`src/video_cfg.svh`:
```
// Display adapter build constants for palette size, data widths and register map
`ifndef VIDEO_CFG_SVH
`define VIDEO_CFG_SVH

// Palette geometry
`define VIDEO_DAC_DEPTH 256
`define VIDEO_DAC_AW    $clog2(`VIDEO_DAC_DEPTH)

// One DAC component is 6 bits, an entry holds red, green and blue
`define VIDEO_COMP_W    6
`define VIDEO_RGB_W     (3 * `VIDEO_COMP_W)

// CPU bus
`define VIDEO_BUS_W     16
`define VIDEO_BUS_SEL_W (`VIDEO_BUS_W / 8)
`define VIDEO_OFFS_W    4

// Register word offsets
`define REG_AMCR        4'h0
`define REG_DAC_RD_IDX  4'h3
`define REG_DAC         4'h4
`define REG_CRT         4'hA
`define REG_MODE        4'hC

`endif

```
`src/video_pixel_pkg.sv`:
```
// Pixel stream, palette control and video mode types of the display adapter
`include "video_cfg.svh"

package video_pixel_pkg;

    // BIOS mode numbers reported by mode detection
    typedef enum logic [7:0] {
        MODE_03H = 8'h03,
        MODE_04H = 8'h04,
        MODE_13H = 8'h13
    } mode_num_t;

    // Settings the lookup stage needs to form a DAC address
    typedef struct packed {
        logic       color_256;
        logic       palette_sel;
        logic       bright_colors;
        logic [3:0] background;
    } palette_ctl_t;

    // Colour index from the renderer
    typedef struct packed {
        logic [`VIDEO_DAC_AW-1:0] index;
        logic                     eol;
    } pixel_in_t;

    // Resolved colour, red in the top component
    typedef struct packed {
        logic [`VIDEO_RGB_W-1:0] rgb;
        logic                    eol;
    } pixel_out_t;

endpackage

```
`src/palette_lookup.sv`:
```
// Pixel lookup stage mapping a colour index to a DAC address and returning its RGB
`timescale 1ns/1ps
`include "video_cfg.svh"

module palette_lookup (
    input  logic                          clk,
    input  logic                          reset,
    input  video_pixel_pkg::palette_ctl_t palette_ctl,

    // Pixel index stream
    input  logic                          in_valid,
    output logic                          in_ready,
    input  video_pixel_pkg::pixel_in_t    in_data,

    // Resolved colour stream
    output logic                          out_valid,
    input  logic                          out_ready,
    output video_pixel_pkg::pixel_out_t   out_data,

    // Palette RAM pixel port
    output logic [`VIDEO_DAC_AW-1:0]      ram_addr,
    output logic                          ram_en,
    input  logic [`VIDEO_RGB_W-1:0]       ram_rdata
);
    localparam int AW = `VIDEO_DAC_AW;

    logic [3:0] nibble;
    logic       eol_q;

    // Only one result in flight, read only when it has room to move
    assign in_ready = !out_valid || out_ready;
    assign ram_en   = in_valid && in_ready;

    // Colour zero shows the background in 16-colour modes
    assign nibble = (in_data.index[3:0] == 4'h0) ? palette_ctl.background
                                                 : in_data.index[3:0];

    always_comb begin
        if (palette_ctl.color_256)
            ram_addr = in_data.index;
        else
            ram_addr = {{(AW-6){1'b0}}, palette_ctl.palette_sel,
                        palette_ctl.bright_colors, nibble};
    end

    always_ff @(posedge clk or posedge reset) begin
        if (reset)
            out_valid <= 1'b0;
        else if (ram_en)
            out_valid <= 1'b1;
        else if (out_ready)
            out_valid <= 1'b0;
    end

    // End-of-line flag travels beside the RAM read
    always_ff @(posedge clk) begin
        if (ram_en)
            eol_q <= in_data.eol;
    end

    assign out_data = '{rgb: ram_rdata, eol: eol_q};

endmodule

```
`config.mk`:
```
export PLATFORM = sky130hd
export DESIGN_NAME = palette_lookup
export DESIGN_NICKNAME = d
export VERILOG_FILES = /design/src/video_pixel_pkg.sv /design/src/palette_lookup.sv
export VERILOG_INCLUDE_DIRS = /design/src
export SDC_FILE = /design/constraint.sdc
export NUM_CORES = 1
export LEC_CHECK = 0
export BUFFER_PORTS_ARGS = -buffer_cell sky130_fd_sc_hd__buf_2
export CAP_MARGIN = 40
export CORE_MARGIN = 4
export CORE_UTILIZATION = 21
export DETAILED_ROUTE_END_ITERATION = 8
export GPL_TIMING_DRIVEN = 0
export HOLD_SLACK_MARGIN = 0.15
export PLACE_DENSITY = 0.78
export SYNTH_ARGS = -nofsm -noshare
export SYNTH_HDL_FRONTEND = slang
export SYNTH_SLANG_ARGS = --single-unit
```
`constraint.sdc`:
```
create_clock -name clk -period 0.81 [get_ports clk]
set_input_delay 0.081 -clock clk [delete_from_list [all_inputs] [get_ports clk]]
set_output_delay 0.081 -clock clk [all_outputs]
set_load 0.02 [all_outputs]
```
==> flow_summary.toml, run 1 <==
[yosys]
synth_edf_count = 1
ys_warn_count = 0
synth_ff_type = "edfxtp_1"
syn-num-nets = 77
synth-seq-cells = 2
syn_area_um2 = 322
yosysMostFrequentCell = "buf_4"
syn_area_per_cell_um2 = 8.25
synth_commonest_cells = "buf_4 (19), a31o_1 (4), inv_1 (3), nor2_1 (3)"
netlist_instances = 39
async_flop_share_pct = 50.0
synth_top_area_share_pct = 44.4
ys_types = 11
ys_seq_area_share_pct = 17.1
synthTopCellsByArea = "buf_4 (44%), a31o_1 (11%), edfxtp_1 (9.3%)"
yosys.area.top_type = "buf_4"

[layout]
drive_gt1_share_pct = 83.7
antennaDiodeCount = 0
layout.cells.non_filler = 113
syn_to_final_growth_pct = 125
nets = 137

[critical_path]
reg2reg_slack_ps = -170
critical-path-top-delay-family = "flip-flops"
crit_required_ps = 730
worstSetupPathType = "flop to primary output"
r2r_cells = 3
crit_slowest_cell = "dfrtp_2"
crit_path_end_kind = "primary output"
worstPathArrival_ps = 950
path_cells = "nand2b_4 > and2_4 > buf_6"
crit_fanout = 2
worstReg2RegEnd = "eol_q"
r2r_start = "out_valid"
startpoint_type = "flop"
critPathBufInv = 1
cp_slowest_stage_delay_ps = 410

[die]
die_area_um2 = 2220
initial_core_util_pct = 23.5
core_um2 = 1370
rows = 13
dieHeight_um = 47.1
fp.dieW_um = 47.1
pin_count = 68

[cts]
cts_num_sinks = 2
cts_root_buffer = "clkbuf_4"
cts_inserted_buffers = 3
clk_path_buf_depth = 2
path_clk_slew_ps = 30
clock_latency_ps = 240
htreeDepth = 1
cts_tree = "done"

[routing]
drtIter0Drc = 3
wl_um = 1180
drtPass1Iterations = 4
avgViaCountPerCell = 3.90
num_vias = 441
drt_drc_violations_left = 0
wire_per_inst_um = 10.5
ant_nets = 0

[timing]
setup_viol = 6
fin_crit_ps = 1040
slew-limit-headroom_pct = 90.5
fin_skew_ps = 7.95
rsz0062_at_grt = "yes"
hold_viol_final = 0
maxSlewViolCount = 0
worst_pin_slew_ps = 142
post-route-period-util_pct = 128
fmax_mhz = 966
timing.final.ws_setup_ps = -226

[placed_design]
port-buffer-count = 49
place_ws_ps = -91.5
dp_cells = 103
gp_congestion = 0.635

[hold_path]
hold_class = "input pin to asynchronous set/reset pin"

[run_status]
status = "complete, but fails checks"
violations = "setup timing"

[power_and_ir_drop]
power_density_nw_per_um2 = 1100
ir_drop_mv = 0.705
p_leak_nw = 0.427
power_w = 0.000795

[grt]
grtUsageTotal_pct = 11.2
grt_pass1_vias = 434
antenna_found_initial = 0
grt_max_degree = 8
grt_overflow = 0
grt_pass1_wl_um = 1680

[flow_run]
maxCapViolCount = 0
-- power breakdown --
| part | total [W] | leakage (nW) | switching [W] | internal, W |
|---|---|---|---|---|
| registers | 0.000120 | 0.0195 | 0.00000500 | 0.000115 |
| logic | 0.000419 | 0.392 | 0.000195 | 0.000223 |
| clock network | 0.000256 | 0.0150 | 0.0000722 | 0.000184 |
| total | 0.000795 | 0.427 | 0.000272 | 0.000523 |
-- repair_timing --
action	CTS	global route
gates cloned	0	0
pin swaps	1	3
hold buffers	3	0
hold endpoints to repair	3	0
endpoints found under the setup margin	6	8
gates resized for setup	9	5
buffers inserted	4	0
-- flip-flops by register name (all words and copies together) (netlist names) --
name / count
eol_q: 1
out_valid: 1
-- kinds of logic (layout without fill, tap and decap cells) --
group,Yosys count,count (layout),synth area share [%]
buf+inv,22,81,47.9
simple gates,9,9,17.1
flops,2,2,17.1
mux,2,2,7.00
compound gates,4,4,10.9
-- cell type report --
cell class | instances | area [µm²]
Buffer | 18 | 135
Clock buffer | 4 | 26.3
Fill cell | 132 | 644
Inverter | 3 | 11.3
Multi-Input combinational cell | 15 | 129
Sequential cell | 2 | 56.3
Tap cell | 15 | 18.8
Timing Repair Buffer | 56 | 345
-- per-stage QoR --
step / instance area [µm²] / hold WS, ps / TNS, ps / util, %
after floorplan: 333 / -190 / -265 / -
after global placement: 597 / -82.0 / -117 / 43.7
after detailed placement: 597 / -80.9 / -131 / 43.7
after CTS: 703 / 232 / -869 / 51.5
after global routing: 722 / 257 / -1020 / 52.8
final: 722 / 234 / -844 / 52.8
-- worst register-to-register path: cells and delay by family (launching register included) --
kind,cells,cell delay [ps]
flops,1,410
simple gates,2,210
buf+inv,1,100
-- layout by cell type (no fill, tap or decap) --
cell type	n
clkbuf_4	3
clkbuf_1	1
and2_4	1
edfxtp_1	1
a31o_1	4
and2_2	2
nand2b_1	1
buf_6	6
dlygate4sd3_1	3
nand2b_4	1
mux2_2	2
nor2_1	3
dfrtp_2	1
nor3_4	1
inv_1	3
buf_2	42
buf_4	23
-- how the worst max path moves through the flow --
stage	from	endpoint	slack, ps	depth (start not counted)
after global placement	out_valid	eol_q	-90	2
after detailed placement	out_valid	eol_q	-90	2
after global routing	out_valid	ram_en	-260	3
after floorplan	out_valid	eol_q	-240	2
after CTS	out_valid	ram_en	-230	3
final	out_valid	ram_en	-230	3
-- layer usage --
layer  global-route usage (%)  part of all wire, %  vias up
li1                         -                    -      226
met1                     9.77                   29      175
met2                     21.7                   56       35
met3                     2.30                   13        5
met4                     8.29                  2.1        0
met5                        0                    0        -
No activity file was read; power rests on OpenSTA's default activity.
==> inputs of run 2 (changes only) <==
REMOVE_ABC_BUFFERS = 1   (was default)
==> run 2 against run 1 <==
  * Die area did not move
  * Total power shrank 26%
  * Critical endpoint unchanged
  * First-iteration DRC count down 33%
  * Count of clock-buffer cells in the layout is the same
  * Sequential cell count did not move
  * Cell count down 34%
  * Critical path depth stayed put
  * Combinational power shrank 47%
  * Global-route usage is 0.46 points higher
  * Largest cell class unchanged
  * Via count is 24% lower
  * Wire length shrank 2.5%
  * Register-to-register slack about the same
  * The run still ends with setup timing left
==> flow_summary.toml, run 2 (synthesis gave the netlist of run 1 again) <==
[run_status]
status = "complete, but fails checks"
violations = "setup timing"

[grt]
grt_pass1_vias = 378
grt_overflow = 0
grt_pass1_wl_um = 1630
antenna_found_initial = 0
grtUsageTotal_pct = 11.6
grt_max_degree = 8

[layout]
nets = 99
reg.largest.list = "eol_q x1, out_valid x1"
antennaDiodeCount = 0
layout_commonest_cell = "buf_2"
syn_to_final_growth_pct = 38.1
layout_common_cells = "buf_2 (27), a31o_1 (4), buf_4 (4)"
final_util_pct = 32.5
drive_gt1_share_pct = 70.0
layout.cells.non_filler = 75

[critical_path]
crit_required_ps = 730
crit_path_end_kind = "primary output"
worstPathArrival_ps = 960
worstSetupPathType = "flop to primary output"
crit_fanout = 2
reg2reg_slack_ps = -180
startpoint_type = "flop"

[timing]
setup_viol = 5
fin_crit_ps = 1040
rsz0062_at_grt = "yes"
worst_pin_slew_ps = 167
post-route-period-util_pct = 128
hold_viol_final = 0
fin_skew_ps = 8.48
timing.final.ws_setup_ps = -228
slew-limit-headroom_pct = 88.8
holdWs_ps = 162
fmax_mhz = 963
maxSlewViolCount = 0

[flow_run]
maxCapViolCount = 0

[routing]
wl_um = 1150
ant_nets = 0
wire_per_inst_um = 15.4
num_vias = 333
drtPass1Iterations = 2
drtIter0Drc = 2
avgViaCountPerCell = 4.44
drt_drc_violations_left = 0

[hold_path]
hold_class = "input pin to primary output"

[cts]
path_clk_slew_ps = 30
cts_root_buffer = "clkbuf_4"
cts_inserted_buffers = 3
clk_path_buf_depth = 2
htreeDepth = 1
cts_num_sinks = 2
clock_latency_ps = 230
cts_tree = "done"

[die]
core_um2 = 1370
die_area_um2 = 2220
initial_core_util_pct = 23.5
rows = 13
pin_count = 68
fp.dieW_um = 47.1
dieHeight_um = 47.1

[placed_design]
port-buffer-count = 31
gp_congestion = 0.653
dp_cells = 66

[power_and_ir_drop]
p_leak_nw = 0.244
ir_drop_mv = 0.320
power_density_nw_per_um2 = 1320
[run 2: cell count changes in the layout (fill, tap and decap cells not counted)]
| cell | delta |
|---|---|
| buf_2 | -15 |
| nor3_2 | +1 |
| nand2b_4 | -1 |
| nand2b_1 | +1 |
| nor3_4 | -1 |
| buf_4 | -19 |
| buf_6 | -4 |
| dfrtp_2 | -1 |
| dfrtp_1 | +1 |
[run 2: worst paths after layout]
kind / from / endpoint / cells after the start
min in group asynchronous: reset / out_valid / 3
min reg2reg: out_valid / out_valid / 3
min: ram_rdata[10] / out_data[11] / 0
max reg2reg: out_valid / eol_q / 3
max: out_valid / ram_en / 3
max in group asynchronous: reset / out_valid / 3
[run 2: worst max-delay path, stage by stage, from the launching register on]
cell,delay (ps)
dfrtp_1,360
nand2b_1,100
and2_4,160
buf_6,110
[run 2: per-layer routing]
metal | vias to the layer above | global-route usage (%) | wire length [µm]
li1 | 150 | - | -
met1 | 145 | 7.48 | 376
met2 | 38 | 15.7 | 506
met3 | 0 | 14.9 | 269
met4 | 0 | 8.29 | 0
met5 | - | 12.5 | 0
[run 2: metrics by stage]
step           setup TNS (ps)  power, W  instance area [µm²]  setup WS (ps)
5_1_grt                  -788  0.000620                  444           -276
2_1_floorplan            -792  0.000211                  179           -486
3_3_place_gp             -137  0.000297                  353          -91.9
3_5_place_dp             -188  0.000301                  353           -115
6_report                 -620  0.000587                  444           -228
4_1_cts                  -671  0.000601                  442           -235
[run 2: cell type report]
class	instances	area, µm²
sequential	2	55.1
fill	159	922
timing repair buffer	36	218
multi-input combinational	15	115
clock buffer	4	26.3
inverter	3	11.3
tap	15	18.8
[run 2: repair_timing]
item	in CTS	in global routing
pin swaps	1	0
hold buffers	3	0
endpoints found under the setup margin	7	6
resized for setup	6	1
endpoints found under the hold margin	3	0
setup buffers	2	0
[run 2: where the power goes]
part | switching, W | leakage [nW] | internal [W]
Clock | 0.0000678 | 0.0150 | 0.000184
Combinational | 0.000105 | 0.209 | 0.000114
Sequential | 0.00000203 | 0.0203 | 0.000114
Total | 0.000175 | 0.244 | 0.000412
