$ cat src/pipe_stage.sv
// One-entry valid/ready register stage for any packed payload
`timescale 1ns/1ps

module pipe_stage #(
    parameter type payload_t = logic [7:0]
) (
    input  logic     clk,
    input  logic     reset,

    // Upstream
    input  logic     in_valid,
    output logic     in_ready,
    input  payload_t in_data,

    // Downstream
    output logic     out_valid,
    input  logic     out_ready,
    output payload_t out_data
);
    logic take_in;

    // Accept when empty or when the held entry leaves this cycle
    assign in_ready = !out_valid || out_ready;
    assign take_in  = in_valid && in_ready;

    always_ff @(posedge clk or posedge reset) begin
        if (reset)
            out_valid <= 1'b0;
        else if (take_in)
            out_valid <= 1'b1;
        else if (out_ready)
            out_valid <= 1'b0;
    end

    always_ff @(posedge clk) begin
        if (take_in)
            out_data <= in_data;
    end

endmodule

$ cat config.mk
export PLATFORM = sky130hd
export DESIGN_NAME = pipe_stage
export DESIGN_NICKNAME = d
export VERILOG_FILES = /design/src/pipe_stage.sv
export SDC_FILE = /design/constraint.sdc
export NUM_CORES = 1
export LEC_CHECK = 0
export ABC_AREA = 0
export ABC_CLOCK_PERIOD_IN_PS = 1400
export BUFFER_PORTS_ARGS = -buffer_cell sky130_fd_sc_hd__buf_4
export CORE_AREA = 4 4 41 43
export CTS_CLUSTER_SIZE = 30
export DETAILED_ROUTE_END_ITERATION = 10
export DIE_AREA = 0 0 45 47
export HOLD_SLACK_MARGIN = 0.15
export SLEW_MARGIN = 15
export SYNTH_ARGS = -nofsm -noshare
export SYNTH_HDL_FRONTEND = slang
export SYNTH_SLANG_ARGS = --single-unit
$ cat constraint.sdc
create_clock -name clk -period 1.4 [get_ports clk]
set_clock_uncertainty 0.1 [all_clocks]
set_input_delay 0.14 -clock clk [delete_from_list [all_inputs] [get_ports clk]]
set_output_delay 0.14 -clock clk [all_outputs]
set_load 0.03 [all_outputs]
==> flow_summary.toml, run 1 <==
[clock_network]
cts.htree.levels = 1
cts_tree = "built"
numCtsBuffers = 3
ctsResizeCount = 0
clkSlewWorstSetupHoldPaths_ns = 0.06
clock_latency_ns = 0.25
clock-sinks = 9
cts-root-to-sink-buffers = 2
cts.root.buffer_cell = "sky130_fd_sc_hd__clkbuf_4"

[setup_path]
cp_max_fo = 3
startpoint_type = "input port"
timing_worst_setup_path_type = "input port to output pin"
critical_path.endpoint_type = "output pin"
cp.arrival_ns = 1.12
worst_ep_required_time_ns = 1.16

[synth]
post_synth_num_cell_types = 6
synth_nets = 25
synth.cell_area_sq_um = 297.8
post_synth_inst_count = 13
yosysSeqAreaShare_pct = 89.08
postSynthAreaPerCell_sq_um = 22.91
synth_register_bits = 9
yosysWarnings = 0

[final_layout]
antennaDiodeCount = 0
synthToLayoutAreaGrowth_pct = 105.0
layout.cells.most_common = "sky130_fd_sc_hd__buf_4"
fill_cells = 125
final_cell_mix = "sky130_fd_sc_hd__buf_4, sky130_fd_sc_hd__dlygate4sd3_1, sky130_fd_sc_hd__edfxtp_1"
finalCoreUtilization_pct = 46.92
num-nets-final = 62
post_route_cells_drive_above_1_share_pct = 53.06
stdcell_area_sq_um = 610.6

[floorplanning]
starting_density_of_the_core_pct = 22.88
die_span_x_um = 45
pin_count = 22
die-area_sq_um = 2115
dieHeight_um = 47
floorplan.rows = 13
design.core.area_sq_um = 1301

[global_route]
wire_length_of_the_first_global_routing_pass_mm = 1.186
pin_count_of_the_biggest_net_entering_global_routing = 9
number_of_global_route_vias_before_repair = 289
globalRouteTotalUtil_pct = 8.413
antenna_violations_before_repair = 0
grt_remaining_overflow = 0

[power]
power_frac_seq_pct = 50.3
clock_power_share_pct = 30.4
share_comb_of_total_power_pct = 19.3
power_per_cell_area_nw_per_um2 = 1029
cell_internal_pwr_uw = 484.6
p_leak_uw = 0.0002697
net-switching-power_uw = 143.6
sw_frac_of_total_pct = 22.86
vdd.ir_drop.worst_uv = 445.3

[timing]
slew_headroom_pct = 90.20
max_clock_freq_mhz = 736.2
summed_negative_setup_slack_over_all_endpoints_ns = 0
timing.final.crit_share_pct = 97.02
setup_viol_count_final = 0
hold_violations = 0
time_the_final_worst_path_needs_with_i_o_delays_and_setup_ns = 1.358
grt_setup_unrepaired = "no"
finalMaxSlewViolations = 0
tightestPinTransition_ns = 0.1470

[routing]
drc_violation_count_after_routing = 0
post_drt_via_cell_ratio = 3.766
postRouteWirelength_um = 739
drt_first_pass_iters = 2
drt-initial-drc-count = 6
drt-wirelength-per-cell_um = 11.55
drtAntennaViolNets = 0
via_count = 241

[hold_path]
worst_hold_path_type = "input port to asynchronous set/reset pin"

[placement]
dpl_cell_area_sq_um = 474.2
routability_congestion_estimate = 0.7090
port-buffer-count = 21

[flow_run]
number_of_max_capacitance_violations_reported = 0

[run_status]
status = "finished, final reports clean"
-- synthesized netlist by cell type --
cell type,instances,share of area (%)
sky130_fd_sc_hd__and2_4,1,2.9
sky130_fd_sc_hd__dfrtp_1,1,8.4
sky130_fd_sc_hd__inv_1,1,1.3
sky130_fd_sc_hd__nand2b_4,1,4.6
sky130_fd_sc_hd__nand2b_1,1,2.1
sky130_fd_sc_hd__edfxtp_1,8,81
-- critical path, stage by stage --
cell	delay (ns)
sky130_fd_sc_hd__dlygate4sd3_1	0.54
sky130_fd_sc_hd__buf_4	0.13
sky130_fd_sc_hd__nand2b_4	0.14
sky130_fd_sc_hd__buf_4	0.17
-- cells by family after synthesis --
group	count (synthesis)	synth area share, %
buffers and inverters	1	1.259
AND/OR/NAND/NOR	3	9.665
flip-flops	9	89.07
-- power by group through the flow --
| stage | sequential [uW] | clock, uW | combinational, uW |
|---|---|---|---|
| 2_1_floorplan | 351 | 0 | 16.8 |
| 3_3_place_gp | 321 | 0 | 95.9 |
| 3_5_place_dp | 321 | 0 | 97.4 |
| 4_1_cts | 316 | 190 | 122 |
| 5_1_grt | 317 | 215 | 129 |
| 6_report | 316 | 191 | 121 |
-- through the flow --
step	total power (uW)	setup slack [ns]	cells	hold WS (ns)
after floorplan	368.0	0.1201	13	-0.2313
after global placement	416.6	0.3419	49	-0.1168
after detailed placement	418.8	0.3204	49	-0.1121
after CTS	628.0	0.05001	64	0.1776
after global routing	661.2	0.007010	64	0.1893
final	628.1	0.04167	64	0.1812
-- what timing repair did --
item / in CTS / in global routing
hold buffers: 11 / 0
setup buffers: 0 / 0
endpoints found under the hold margin: 10 / 0
-- registers in the layout, summed over array words and instances (netlist names) --
register and count:
out_data 8, out_valid 1
-- routing by layer --
layer | track usage, % | vias to the layer above | part of all wire, %
met2 | 15.25 | 15 | 58
met5 | 0 | - | 0
li1 | - | 118 | -
met1 | 8.057 | 108 | 30
met3 | 3.065 | 0 | 12
met4 | 5.263 | 0 | 0
-- final timing paths --
kind,from,endpoint,slack [ns],depth (start not counted)
worst max-delay path,out_ready,in_ready,0.04,4
worst min-delay path,reset,out_valid,0.18,3
worst max register to register,out_valid,out_data[4],0.30,2
worst min register to register,out_valid,out_valid,0.49,2
max in group asynchronous,reset,out_valid,0.93,3
min in group clk,out_valid,out_valid,0.49,2
-- area by class of cell --
class                   instances  area [sq um]  share of cell area [%]
inverters                       1         3.754                  0.6148
flip-flops and latches          9         265.3                   43.44
repair buffers                 32         267.8                   43.85
well taps                      15         18.77                   3.074
multi-input cells               3         28.78                   4.713
clock buffers                   4         26.28                   4.303
Note: power is estimated with default switching activity, not from simulation.
==> run 2, diff against run 1 <==
--- a/config.mk
+++ b/config.mk
@@ -13,6 +13,8 @@
 export DETAILED_ROUTE_END_ITERATION = 10
 export DIE_AREA = 0 0 45 47
 export HOLD_SLACK_MARGIN = 0.15
+export MAX_ROUTING_LAYER = met4
+export PLACE_DENSITY = 0.52
 export SLEW_MARGIN = 15
 export SYNTH_ARGS = -nofsm -noshare
 export SYNTH_HDL_FRONTEND = slang
==> flow_summary.toml, run 2 (synthesis results as in run 1) <==
[run_status]
status = "finished, final reports clean"

[timing]
hold_violations = 0
slew_headroom_pct = 91.57
post-route-worst-setup-slack_ns = 0.05409
summed_negative_setup_slack_over_all_endpoints_ns = 0
max_clock_freq_mhz = 743.0
time_the_final_worst_path_needs_with_i_o_delays_and_setup_ns = 1.346
grt_setup_unrepaired = "no"
finalMaxSlewViolations = 0
timing.final.crit_share_pct = 96.14
tightestPinTransition_ns = 0.1265
setup_viol_count_final = 0

[routing]
via_count = 248
drt-wirelength-per-cell_um = 10.23
drt_first_pass_iters = 2
drt-initial-drc-count = 5
postRouteWirelength_um = 655
post_drt_via_cell_ratio = 3.875
drc_violation_count_after_routing = 0
drtAntennaViolNets = 0

[global_route]
pin_count_of_the_biggest_net_entering_global_routing = 9
grt_remaining_overflow = 0
antenna_violations_before_repair = 0
globalRouteTotalUtil_pct = 8.609
number_of_global_route_vias_before_repair = 263
wire_length_of_the_first_global_routing_pass_mm = 1.117

[floorplanning]
die-area_sq_um = 2115
starting_density_of_the_core_pct = 22.88
floorplan.rows = 13
dieHeight_um = 47
design.core.area_sq_um = 1301
die_span_x_um = 45
pin_count = 22

[final_layout]
largest_register = "out_data"
synthToLayoutAreaGrowth_pct = 105.0
final_cell_mix = "sky130_fd_sc_hd__buf_4, sky130_fd_sc_hd__dlygate4sd3_1, sky130_fd_sc_hd__edfxtp_1"
largest_register_ffs = 8
post_route_cells_drive_above_1_share_pct = 53.06
layout.cells.most_common = "sky130_fd_sc_hd__buf_4"
finalCoreUtilization_pct = 46.92
antennaDiodeCount = 0
fill_cells = 135
num-nets-final = 62
reg.largest.list = "out_data: 8 flops, out_valid: 1 flops"

[clock_network]
cts-root-to-sink-buffers = 2
cts.htree.levels = 1
cts.root.buffer_cell = "sky130_fd_sc_hd__clkbuf_4"
ctsResizeCount = 0
cts_setup_buffers = 0
numCtsBuffers = 3
clock_latency_ns = 0.26
clkSlewWorstSetupHoldPaths_ns = 0.06
cts_tree = "built"
clock-sinks = 9

[setup_path]
cp_max_fo = 3
startpoint_type = "input port"
cp.arrival_ns = 1.11
timing_worst_setup_path_type = "input port to output pin"
critical_path.endpoint_type = "output pin"
worst_ep_required_time_ns = 1.16

[power]
vdd.ir_drop.worst_uv = 439.2
power_per_cell_area_nw_per_um2 = 1036
total_power_consumption_uw = 632.6
p_leak_uw = 0.0002697

[flow_run]
number_of_max_capacitance_violations_reported = 0

[placement]
port-buffer-count = 21
routability_congestion_estimate = 0.5644
pre_cts_ws_ns = 0.3213

[hold_path]
worst_hold_path_type = "input port to asynchronous set/reset pin"
## run 2: worst max-delay path, stage by stage
cell	delay [ns]
sky130_fd_sc_hd__dlygate4sd3_1	0.53
sky130_fd_sc_hd__buf_4	0.13
sky130_fd_sc_hd__nand2b_4	0.14
sky130_fd_sc_hd__buf_4	0.16
## run 2: repair_timing
item,CTS,global route
endpoints found under the hold margin,10,0
endpoints found under the setup margin,0,0
hold buffers,11,0
## run 2: per-stage QoR
step	area (sq um)	hold slack (ns)	instances
CTS	610.6	0.1556	64
global placement	474.2	-0.1162	49
finish	610.6	0.1743	64
detailed placement	474.2	-0.1131	49
global route	610.6	0.1799	64
floorplan	297.8	-0.2313	13
## run 2: power breakdown
part / internal [uW] / switching, uW / total, uW
Sequential: 310 / 5.17 / 316
Clock: 110 / 87.5 / 197
Combinational: 64.8 / 55.0 / 120
## run 2: final timing paths
kind / slack (ns) / depth (start not counted) / end / from
min reg2reg: 0.45 / 2 / out_valid / out_valid
min: 0.17 / 3 / out_valid / reset
max reg2reg: 0.32 / 2 / out_data[0] / out_valid
max: 0.05 / 4 / in_ready / out_ready
min in group clk: 0.45 / 2 / out_valid / out_valid
max in group asynchronous: 0.94 / 3 / out_valid / reset
## run 2: area by class of cell
class / count / area, sq um / area share [%]
inverter: 1 / 3.754 / 0.6148
clock buffer: 4 / 26.28 / 4.303
tap: 15 / 18.77 / 3.074
timing repair buffer: 32 / 267.8 / 43.85
multi-input combinational: 3 / 28.78 / 4.713
sequential: 9 / 265.3 / 43.44
## run 2: routing by layer
metal / routed length [um] / track usage (%)
met1: 188 / 6.398
met2: 361 / 14.12
met3: 77 / 3.448
met4: 27 / 10.53
met5: 0 / -
==> run 3, diff against run 2 <==
--- a/config.mk
+++ b/config.mk
@@ -15,6 +15,7 @@
 export HOLD_SLACK_MARGIN = 0.15
 export MAX_ROUTING_LAYER = met4
 export PLACE_DENSITY = 0.52
+export SETUP_SLACK_MARGIN = 0.15
 export SLEW_MARGIN = 15
 export SYNTH_ARGS = -nofsm -noshare
 export SYNTH_HDL_FRONTEND = slang
==> flow_summary.toml, run 3 (synthesis results as in run 1) <==
[global_route]
globalRouteTotalUtil_pct = 9.437
wire_length_of_the_first_global_routing_pass_mm = 1.152
antenna_violations_before_repair = 0
number_of_global_route_vias_before_repair = 257
grt_remaining_overflow = 0
pin_count_of_the_biggest_net_entering_global_routing = 9

[final_layout]
finalCoreUtilization_pct = 46.25
fill_cells = 142
largest_register_ffs = 8
num-nets-final = 61
synthToLayoutAreaGrowth_pct = 102.1
final_cell_mix = "sky130_fd_sc_hd__buf_4, sky130_fd_sc_hd__dlygate4sd3_1, sky130_fd_sc_hd__edfxtp_1"
reg.largest.list = "out_data: 8 flops, out_valid: 1 flops"
largest_register = "out_data"
layout.cells.most_common = "sky130_fd_sc_hd__buf_4"
post_route_cells_drive_above_1_share_pct = 56.25
antennaDiodeCount = 0

[power]
p_leak_uw = 0.0002647
power_per_cell_area_nw_per_um2 = 1055
vdd.ir_drop.worst_uv = 459.2

[routing]
via_count = 236
drt_first_pass_iters = 1
drc_violation_count_after_routing = 0
postRouteWirelength_um = 745
drt-wirelength-per-cell_um = 11.83
drt-initial-drc-count = 0
drtAntennaViolNets = 0
post_drt_via_cell_ratio = 3.746

[hold_path]
worst_hold_path_type = "input port to flip-flop"
destination_of_the_worst_hold_path = "out_valid"
hold_path.startpoint = "out_ready"
hold_depth = 3

[setup_path]
startpoint_type = "flip-flop"
endpoint_of_the_lowest_slack_register_to_register_path = "out_data[4]"
worst-r2r-cell-count = 2
r2r_setup_slack_ns = 0.30
cp-startpoint = "out_valid"
cp.arrival_ns = 0.92
critical_path.endpoint_type = "output pin"
timing_worst_setup_path_type = "flip-flop to output pin"
cp_max_fo = 3
worst_ep_required_time_ns = 1.16
timing.rr.start = "out_valid"

[timing]
post-route-worst-setup-slack_ns = 0.2377
hold_violations = 0
grt_setup_unrepaired = "no"
timing.final.crit_share_pct = 83.02
summed_negative_setup_slack_over_all_endpoints_ns = 0
slew_headroom_pct = 92.43
time_the_final_worst_path_needs_with_i_o_delays_and_setup_ns = 1.162
tightestPinTransition_ns = 0.1136
max_clock_freq_mhz = 860.4
finalMaxSlewViolations = 0
setup_viol_count_final = 0

[placement]
detailed_place_hpwl_um = 497.2
pre_cts_ws_ns = 0.3156
routability_congestion_estimate = 0.5985
port-buffer-count = 21

[clock_network]
clkSlewWorstSetupHoldPaths_ns = 0.06
cts_setup_buffers = 0
numCtsBuffers = 3
clock-sinks = 9
ctsResizeCount = 0
cts.htree.levels = 1
clock_latency_ns = 0.26
cts_tree = "built"
cts.root.buffer_cell = "sky130_fd_sc_hd__clkbuf_4"
postCtsHoldBufs = 10
cts-root-to-sink-buffers = 2

[floorplanning]
starting_density_of_the_core_pct = 22.88
die_span_x_um = 45
floorplan.rows = 13
design.core.area_sq_um = 1301
die-area_sq_um = 2115
dieHeight_um = 47
pin_count = 22

[run_status]
status = "finished, final reports clean"

[flow_run]
number_of_max_capacitance_violations_reported = 0
-- run 3: cell count changes in the layout (fill, tap and decap cells not counted) --
cell / delta
sky130_fd_sc_hd__dfrtp_1: -1
sky130_fd_sc_hd__dlygate4sd3_1: -1
sky130_fd_sc_hd__dfrtp_2: +1
-- run 3: area by class of cell --
class / instances / area (sq um) / area share (%)
Sequential cell: 9 / 266.5 / 44.28
Inverter: 1 / 3.754 / 0.6237
Timing Repair Buffer: 31 / 257.7 / 42.83
Multi-Input combinational cell: 3 / 28.78 / 4.782
Tap cell: 15 / 18.77 / 3.119
Clock buffer: 4 / 26.28 / 4.366
-- run 3: metrics by stage --
stage / std cells / area (sq um) / hold slack, ns / total power, uW
after floorplan: 13 / 299.0 / -0.2313 / 368.5
after global placement: 49 / 475.5 / -0.1153 / 416.6
after detailed placement: 49 / 475.5 / -0.1068 / 419.0
after CTS: 63 / 601.8 / 0.04883 / 646.2
after global routing: 63 / 601.8 / 0.03959 / 674.7
final: 63 / 601.8 / 0.05280 / 635.1
-- run 3: per-layer routing --
layer  GRT usage, %  part of all wire (%)  vias to the layer above
met4          8.772                   2.6                        0
met1          6.398                    26                      106
met2          16.67                    61                       13
met3          4.981                   9.8                        2
li1               -                     -                      115
met5              -                     0                        -
-- run 3: critical path: stages, from the launching register on --
cell	delay, ns
sky130_fd_sc_hd__dfrtp_2	0.42
sky130_fd_sc_hd__nand2b_4	0.08
sky130_fd_sc_hd__buf_4	0.15
-- run 3: worst max path at each step --
stage	endpoint	slack (ns)	cells past startpoint
2_1_floorplan	out_data[0]	0.18	2
3_3_place_gp	out_data[7]	0.33	2
3_5_place_dp	out_data[0]	0.32	2
4_1_cts	in_ready	0.22	2
5_1_grt	in_ready	0.20	2
6_report	in_ready	0.24	2
-- run 3: power breakdown --
group	internal (uW)	switching, uW	leakage (uW)
Sequential	311	5.03	0.0000862
Clock	110	90.5	0.0000150
Combinational	63.1	55.8	0.000164
Total	484	151	0.000265
