**config.mk**
```make
export PLATFORM = sky130hd
export DESIGN_NAME = video_registers
export DESIGN_NICKNAME = d
export VERILOG_FILES = /design/src/video_bus_pkg.sv /design/src/video_pixel_pkg.sv /design/src/video_registers.sv
export VERILOG_INCLUDE_DIRS = /design/src
export SDC_FILE = /design/constraint.sdc
export NUM_CORES = 1
export LEC_CHECK = 0
export BUFFER_PORTS_ARGS = -buffer_cell sky130_fd_sc_hd__clkbuf_2
export CORE_ASPECT_RATIO = 0.5
export CORE_MARGIN = 3
export CORE_UTILIZATION = 53
export CTS_BUF_LIST = sky130_fd_sc_hd__clkbuf_4 sky130_fd_sc_hd__clkbuf_8 sky130_fd_sc_hd__clkbuf_16
export DETAILED_ROUTE_END_ITERATION = 8
export PLACE_DENSITY = 0.82
export SLEW_MARGIN = 20
export SYNTH_ARGS = -nofsm -noshare
export SYNTH_HDL_FRONTEND = slang
export SYNTH_SLANG_ARGS = --single-unit
```
**constraint.sdc**
```tcl
create_clock -name clk -period 2.6 [get_ports clk]
set_clock_uncertainty 0.1 [all_clocks]
set_input_delay 0.13 -clock clk [delete_from_list [all_inputs] [get_ports clk]]
set_output_delay 0.13 -clock clk [all_outputs]
set_load 0.005 [all_outputs]
```
**src/video_cfg.svh**
```systemverilog
// Display adapter build constants for palette size, data widths and register map
`ifndef VIDEO_CFG_SVH
`define VIDEO_CFG_SVH

// Palette geometry
`define VIDEO_DAC_DEPTH 256
`define VIDEO_DAC_AW    $clog2(`VIDEO_DAC_DEPTH)

// One DAC component is 6 bits, an entry holds red, green and blue
`define VIDEO_COMP_W    6
`define VIDEO_RGB_W     (3 * `VIDEO_COMP_W)

// CPU bus
`define VIDEO_BUS_W     16
`define VIDEO_BUS_SEL_W (`VIDEO_BUS_W / 8)
`define VIDEO_OFFS_W    4

// Register word offsets
`define REG_AMCR        4'h0
`define REG_DAC_RD_IDX  4'h3
`define REG_DAC         4'h4
`define REG_CRT         4'hA
`define REG_MODE        4'hC

`endif

```
**src/video_bus_pkg.sv**
```systemverilog
// CPU bus cycle types and register field layouts of the display adapter
`include "video_cfg.svh"

package video_bus_pkg;

    // One bus cycle, access is a single-cycle strobe
    typedef struct packed {
        logic [`VIDEO_OFFS_W-1:0]    offset;
        logic [`VIDEO_BUS_W-1:0]     wdata;
        logic [`VIDEO_BUS_SEL_W-1:0] bytesel;
        logic                        we;
        logic                        access;
    } bus_req_t;

    typedef struct packed {
        logic [`VIDEO_BUS_W-1:0] rdata;
        logic                    ack;
    } bus_rsp_t;

    typedef struct packed {
        logic        enable;
        logic [14:0] pos;
        logic [2:0]  scan_start;
        logic [2:0]  scan_end;
    } cursor_cfg_t;

    // Mode control, kept from bits 3, 1 and 0 of the low byte
    typedef struct packed {
        logic display_enabled;
        logic graphics_enabled;
        logic text_enabled;
    } mode_reg_t;

    // Colour select, bits 5 to 0 of the high byte
    typedef struct packed {
        logic       palette_sel;
        logic       bright_colors;
        logic [3:0] background;
    } color_sel_t;

endpackage

```
**src/video_pixel_pkg.sv**
```systemverilog
// Pixel stream, palette control and video mode types of the display adapter
`include "video_cfg.svh"

package video_pixel_pkg;

    // BIOS mode numbers reported by mode detection
    typedef enum logic [7:0] {
        MODE_03H = 8'h03,
        MODE_04H = 8'h04,
        MODE_13H = 8'h13
    } mode_num_t;

    // Settings the lookup stage needs to form a DAC address
    typedef struct packed {
        logic       color_256;
        logic       palette_sel;
        logic       bright_colors;
        logic [3:0] background;
    } palette_ctl_t;

    // Colour index from the renderer
    typedef struct packed {
        logic [`VIDEO_DAC_AW-1:0] index;
        logic                     eol;
    } pixel_in_t;

    // Resolved colour, red in the top component
    typedef struct packed {
        logic [`VIDEO_RGB_W-1:0] rgb;
        logic                    eol;
    } pixel_out_t;

endpackage

```
**src/video_registers.sv**
```systemverilog
// Adapter register file with CRT cursor registers, mode and colour select, AMCR and DAC port
`timescale 1ns/1ps
`include "video_cfg.svh"

module video_registers (
    input  logic                          clk,
    input  logic                          reset,
    input  video_bus_pkg::bus_req_t       bus_req,
    output video_bus_pkg::bus_rsp_t       bus_rsp,
    output logic [`VIDEO_DAC_AW-1:0]      dac_addr,
    output logic [`VIDEO_RGB_W-1:0]       dac_wdata,
    output logic                          dac_we,
    input  logic [`VIDEO_RGB_W-1:0]       dac_rdata,
    output video_pixel_pkg::palette_ctl_t palette_ctl,
    output video_bus_pkg::cursor_cfg_t    cursor_cfg,
    output video_pixel_pkg::mode_num_t    mode_num
);
    import video_bus_pkg::*;
    import video_pixel_pkg::*;

    localparam int CW = `VIDEO_COMP_W;
    localparam logic [7:0] AMCR_256_COLOR = 8'h41;

    logic        wr;
    logic        rd;
    logic [7:0]  wr_lo;
    logic [7:0]  wr_hi;
    logic        sel_amcr;
    logic        sel_dac_rd_idx;
    logic        sel_dac_wr_idx;
    logic        sel_dac;
    logic        sel_crt_idx;
    logic        sel_crt_data;
    logic        sel_mode;
    logic        sel_color;

    logic [3:0]  crt_index;
    logic [3:0]  crt_sel_index;
    logic [7:0]  crt_value;
    logic [1:0]  cursor_mode;
    logic [2:0]  scan_start;
    logic [2:0]  scan_end;
    logic [14:0] cursor_pos;
    mode_reg_t   mode_reg;
    color_sel_t  color_sel;
    logic [7:0]  amcr;
    logic        is_256_color;

    logic [7:0]      dac_wr_idx;
    logic [7:0]      dac_rd_idx;
    logic [1:0]      dac_wr_offs;
    logic [1:0]      dac_rd_offs;
    logic [2*CW-1:0] dac_rg;
    logic [15:0]     rdata_next;

    assign wr    = bus_req.access & bus_req.we;
    assign rd    = bus_req.access & ~bus_req.we;
    assign wr_lo = bus_req.wdata[7:0];
    assign wr_hi = bus_req.wdata[15:8];

    // Each register sits on one byte lane of its word
    assign sel_amcr       = bus_req.offset == `REG_AMCR && bus_req.bytesel[0];
    assign sel_dac_rd_idx = bus_req.offset == `REG_DAC_RD_IDX && bus_req.bytesel[1];
    assign sel_dac_wr_idx = bus_req.offset == `REG_DAC && bus_req.bytesel[0];
    assign sel_dac        = bus_req.offset == `REG_DAC && bus_req.bytesel[1];
    assign sel_crt_idx    = bus_req.offset == `REG_CRT && bus_req.bytesel[0];
    assign sel_crt_data   = bus_req.offset == `REG_CRT && bus_req.bytesel[1];
    assign sel_mode       = bus_req.offset == `REG_MODE && bus_req.bytesel[0];
    assign sel_color      = bus_req.offset == `REG_MODE && bus_req.bytesel[1];

    // A word write may set the CRT index and its data together
    assign crt_sel_index = (wr && sel_crt_idx) ? wr_lo[3:0] : crt_index;

    always_ff @(posedge clk or posedge reset) begin
        if (reset) begin
            crt_index   <= '0;
            cursor_mode <= '0;
            scan_start  <= '0;
            scan_end    <= '0;
            cursor_pos  <= '0;
            mode_reg    <= '{display_enabled: 1'b1, graphics_enabled: 1'b0, text_enabled: 1'b1};
            color_sel   <= '0;
            amcr        <= '0;
        end else begin
            if (wr && sel_crt_idx)
                crt_index <= wr_lo[3:0];
            if (wr && sel_crt_data) begin
                case (crt_sel_index)
                    4'ha: {cursor_mode, scan_start} <= {wr_hi[5:4], wr_hi[2:0]};
                    4'hb: scan_end <= wr_hi[2:0];
                    4'he: cursor_pos[14:8] <= wr_hi[6:0];
                    4'hf: cursor_pos[7:0] <= wr_hi;
                    default: ;
                endcase
            end
            if (wr && sel_mode)
                mode_reg <= {wr_lo[3], wr_lo[1], wr_lo[0]};
            if (wr && sel_color)
                color_sel <= wr_hi[5:0];
            if (wr && sel_amcr)
                amcr <= wr_lo;
        end
    end

    // DAC index and component sequencing, three accesses per entry
    always_ff @(posedge clk or posedge reset) begin
        if (reset) begin
            dac_wr_idx  <= '0;
            dac_rd_idx  <= '0;
            dac_wr_offs <= '0;
            dac_rd_offs <= '0;
        end else begin
            if (wr && sel_dac_rd_idx) begin
                dac_rd_idx  <= wr_hi;
                dac_rd_offs <= '0;
            end
            if (wr && sel_dac_wr_idx) begin
                dac_wr_idx  <= wr_lo;
                dac_wr_offs <= '0;
            end
            if (wr && sel_dac) begin
                if (dac_wr_offs == 2'd2) begin
                    dac_wr_idx  <= dac_wr_idx + 1'b1;
                    dac_wr_offs <= '0;
                end else begin
                    dac_wr_offs <= dac_wr_offs + 1'b1;
                end
            end
            if (rd && sel_dac) begin
                if (dac_rd_offs == 2'd2) begin
                    dac_rd_idx  <= dac_rd_idx + 1'b1;
                    dac_rd_offs <= '0;
                end else begin
                    dac_rd_offs <= dac_rd_offs + 1'b1;
                end
            end
        end
    end

    // Red then green collect here until blue arrives
    always_ff @(posedge clk) begin
        if (wr && sel_dac && dac_wr_offs != 2'd2)
            dac_rg <= {dac_rg[CW-1:0], wr_hi[CW-1:0]};
    end

    assign dac_we    = wr && sel_dac && dac_wr_offs == 2'd2;
    assign dac_addr  = dac_we ? dac_wr_idx : dac_rd_idx;
    assign dac_wdata = {dac_rg, wr_hi[CW-1:0]};

    always_comb begin
        case (crt_sel_index)
            4'ha: crt_value = {2'b0, cursor_mode, 1'b0, scan_start};
            4'hb: crt_value = {5'b0, scan_end};
            4'he: crt_value = {1'b0, cursor_pos[14:8]};
            4'hf: crt_value = cursor_pos[7:0];
            default: crt_value = '0;
        endcase
    end

    always_comb begin
        rdata_next = '0;
        if (rd) begin
            if (sel_amcr)
                rdata_next[7:0] = amcr;
            if (sel_dac_rd_idx)
                rdata_next[15:8] = dac_rd_idx;
            if (sel_dac_wr_idx)
                rdata_next[7:0] = dac_wr_idx;
            if (sel_dac) begin
                // RAM output already holds the entry at the read index
                case (dac_rd_offs)
                    2'd0: rdata_next[15:8] = {{(8-CW){1'b0}}, dac_rdata[3*CW-1:2*CW]};
                    2'd1: rdata_next[15:8] = {{(8-CW){1'b0}}, dac_rdata[2*CW-1:CW]};
                    default: rdata_next[15:8] = {{(8-CW){1'b0}}, dac_rdata[CW-1:0]};
                endcase
            end
            if (sel_crt_idx)
                rdata_next[7:0] = {4'b0, crt_index};
            if (sel_crt_data)
                rdata_next[15:8] = crt_value;
            if (sel_mode)
                rdata_next[7:0] = {4'b0, mode_reg.display_enabled, 1'b0,
                                   mode_reg.graphics_enabled, mode_reg.text_enabled};
            if (sel_color)
                rdata_next[15:8] = {2'b0, color_sel};
        end
    end

    always_ff @(posedge clk or posedge reset) begin
        if (reset) begin
            bus_rsp <= '0;
        end else begin
            bus_rsp.rdata <= rdata_next;
            bus_rsp.ack   <= bus_req.access;
        end
    end

    assign is_256_color = amcr == AMCR_256_COLOR;

    assign palette_ctl = '{color_256:     is_256_color,
                           palette_sel:   color_sel.palette_sel,
                           bright_colors: color_sel.bright_colors,
                           background:    color_sel.background};

    // Cursor mode 1 is the only setting that hides it
    assign cursor_cfg = '{enable:     cursor_mode != 2'b01,
                          pos:        cursor_pos,
                          scan_start: scan_start,
                          scan_end:   scan_end};

    always_comb begin
        if (is_256_color)
            mode_num = MODE_13H;
        else if (mode_reg.graphics_enabled && !mode_reg.text_enabled)
            mode_num = MODE_04H;
        else
            mode_num = MODE_03H;
    end

endmodule

```
==> impl_metrics.csv <==
group,metric,value,unit
synthesis,synth_top_family_by_area,"simple AND/OR/NAND/NOR gates",
synthesis,synth_top_cell_area_share,41.7,%
synthesis,synthAdderAreaFrac,0.528,%
detailed_routing,dr.pass1.iters,5,
cts,hold_buffers,11,
place,dpl.hpwl,9.85,mm
worst_setup_path,worstSetupEndpoint,"dac_addr[0]",
cells_and_area,final_util,70.6,%
cells_and_area,fin_nets,635,
cts,cts_buffers,9,
sta,finalHoldViolCount,0,
global_route,grt_usage,27.1,%
sta,max_freq,452,MHz
cts,cts_sinks,93,
detailed_routing,num_vias,4176,
global_route,grt_pass1_vias,4060,
floorplan,ios,125,
synthesis,netlist_top_cells_area,"dfrtp_1 (42%), mux2_2 (10%), edfxtp_1 (7.6%)",
synthesis,yosysUniqueCellTypes,60,
floorplan,die_width,140,um
cells_and_area,seq_area,0.00239,mm^2
sta,post-route-period-util,85.0,%
sta,drv_slew,0,
status,status,"completed",
detailed_routing,wire_per_inst,19.1,um
synthesis,yosysSeqAreaShare,50.4,%
cells_and_area,drive_gt1_share,35.7,%
cells_and_area,multi_input_area,0.00217,mm^2
job,drv_cap,0,
sta,setup_violations,0,
worst_setup_path,cp_data_arrival_time,1.98,ns
cts,clock-root-buffer,"clkbuf_16",
detailed_routing,via_per_inst,5.92,
cells_and_area,top_regs,"bus_rsp x17, cursor_pos x15, dac_rg x12",
synthesis,yosys_warnings,0,
synthesis,syn_area,0.00474,mm^2
cells_and_area,largest-register,"bus_rsp",
synthesis,synth_xor_xnor_area_share,0,%
cts,cts_tree,"yes",
cells_and_area,insertedDiodeCount,0,
worst_setup_path,path_class,"primary input to primary output",
synthesis,synthMuxAreaShare,12.1,%
global_route,antenna_found_initial,0,
cells_and_area,fillCellCount,671,
worst_setup_path,cp_top_family,"buffers and inverters",
global_route,overflow,0,
synthesis,syn_inst,455,
detailed_routing,ant_nets,0,
cells_and_area,largest_reg_flops,17,
worst_setup_path,worst_ep_required_time,2.37,ns
worst_setup_path,critPathMaxFanout,13,
sta,setup_tns,0,ns
synthesis,synth_flop_cell,"dfrtp_1",
synthesis,async_flop_share,87.1,%
sta,relSlewSlack,56.2,%
worst_setup_path,max_stage_delay,0.53,ns
floorplan,fp-row-count,23,
synthesis,synth_common_cells,"dfrtp_1 (79), nand2_1 (49), mux2_2 (43), nor2_1 (31), o21ai_0 (27)",
sta,final.min_clock_period,2.21,ns
worst_setup_path,crit_buf_inv,6,
synthesis,ys_ff_latch,93,
hold_path,min_path_type,"primary input to flop",
synthesis,synthSimpleGateAreaFrac,18.1,%
worst_setup_path,r2r_cells,5,
cells_and_area,area_growth,24.3,%
floorplan,initial_utilization,56.8,%
global_route,grt_pass1_wl,21.6,mm
cts,clkTransAtPathRegs,0.07,ns
global_route,grt_start_max_net_pins,47,
cts,cts-resized-gates,0,
synthesis,syn_area_per_cell,10.4,um^2
floorplan,die_area,0.0102,mm^2
power_and_ir_drop,peakVddDrop,0.379,mV
worst_setup_path,startpoint,"bus_req[0]",
place,io_buffers,120,
cts,post-cts-setup-buffers,0,
synthesis,synth_edf_count,12,
floorplan,die_h,72.9,um
worst_setup_path,crit_slowest_cell,"dlygate4sd3_1",
cts,ctsHtreeMaxLevel,3,
worst_setup_path,critPathLaunchType,"primary input",
power_and_ir_drop,power_density,590,mW/mm^2
worst_setup_path,cp.depth,10,
worst_setup_path,end_kind,"primary output",
worst_setup_path,rrSetupSlack,0.56,ns
worst_setup_path,r2r-start,"dac_rd_offs[1]$_DFFE_PP0P_",
floorplan,core_region_area,0.00835,mm^2
detailed_routing,drc_errors,0,
worst_setup_path,crit_chain,"dlygate4sd3_1 > clkbuf_2 > and2_1 > nand4_1 > buf_4 > inv_1 > buf_4 > nand2_1 > nand2_1 > clkbuf_2",
worst_setup_path,rr_endpoint,"dac_rd_idx[7]$_DFF_PP0_",
power_and_ir_drop,cellLeakagePower,2.77,nW
sta,tightest_slew,0.656,ns
cts,clkLatencyLatePin,0.35,ns
sta,rsz0062_at_grt,"false",
detailed_routing,drtIter0Drc,256,
detailed_routing,routed_wl,13.5,mm
synthesis,synth_compound_area_share,14.6,%
sta,hold_slack,0.0119,ns
synthesis,yosysMostFrequentCell,"dfrtp_1",
cts,cts_buffer_depth,2,
place,place.gp.congestion,0.956,
synthesis,synth_area_leader_cell,"dfrtp_1",
worst min-delay path by stage:
stage                startpoint                    to  depth (start not counted)
global route        bus_req[13]   dac_rg[1]$_DFFE_PP_                          1
finish              bus_req[13]   dac_rg[1]$_DFFE_PP_                          1
detailed placement        reset  bus_rsp[4]$_DFF_PP0_                          2
floorplan            bus_req[0]  bus_rsp[0]$_DFF_PP0_                          0
global placement          reset  bus_rsp[4]$_DFF_PP0_                          2
CTS                 bus_req[13]   dac_rg[1]$_DFFE_PP_                          1
per-stage QoR:
step	total power [mW]	area, um^2	worst slack [ns]	std cells
6_report	3.47	5890	0.389	706
5_1_grt	3.61	5890	0.237	706
4_1_cts	3.48	5890	0.410	706
3_5_place_dp	2.14	5480	0.227	679
3_3_place_gp	2.13	5480	0.268	679
2_1_floorplan	1.94	4750	0.293	458
where the power goes:
group / total (mW) / internal (mW) / leakage (nW) / switching (mW)
sequential: 1.71 / 1.57 / 1.19 / 0.142
clock: 1.34 / 0.765 / 0.147 / 0.574
combinational: 0.420 / 0.198 / 1.44 / 0.221
total: 3.47 / 2.54 / 2.77 / 0.938
logic make-up after synthesis:
family          after synthesis
compound gates              103
mux                          52
fa+ha+maj                     2
simple gates                168
buf+inv                      36
flops                        93
other cells                   1
area by class of cell:
class | count | share of cell area [%]
well taps | 112 | 2.38
flip-flops and latches | 93 | 40.6
inverters | 5 | 0.340
repair buffers | 151 | 14.8
clock buffers | 10 | 3.95
clock inverters | 6 | 1.17
multi-input cells | 329 | 36.8
layout by cell type (no fill, tap or decap), drive strengths merged, types with 3 or more instances in the layout:
| cell type | synthesis | layout |
|---|---|---|
| a211oi | 4 | 4 |
| a21boi | 8 | 8 |
| a21o | 3 | 3 |
| a21oi | 17 | 17 |
| a221o | 3 | 3 |
| a221oi | 4 | 4 |
| a22oi | 11 | 11 |
| a311oi | 4 | 4 |
| a31oi | 5 | 5 |
| and2 | 6 | 6 |
| and3 | 9 | 9 |
| buf | 19 | 20 |
| clkbuf | 12 | 130 |
| conb | 1 | 4 |
| dfrtp | 79 | 79 |
| dlygate4sd3 | 0 | 11 |
| edfxtp | 12 | 12 |
| inv | 5 | 7 |
| mux2 | 43 | 43 |
| mux2i | 9 | 9 |
| nand2 | 49 | 49 |
| nand2b | 4 | 4 |
| nand3 | 26 | 26 |
| nand3b | 3 | 3 |
| nand4 | 4 | 4 |
| nor2 | 32 | 32 |
| nor2b | 5 | 5 |
| nor3 | 12 | 12 |
| nor3b | 3 | 3 |
| o21ai | 29 | 29 |
| or3 | 3 | 3 |
| or3b | 3 | 3 |
metal layers:
metal | up-vias | GRT usage (%) | part of all wire, %
met3 | 18 | 6.94 | 8.5
met1 | 2037 | 38.6 | 45
met2 | 190 | 42.4 | 45
met4 | 0 | 6.55 | 1.4
li1 | 1931 | - | -
met5 | - | 0 | 0
Power figures use the tool's default switching activity.
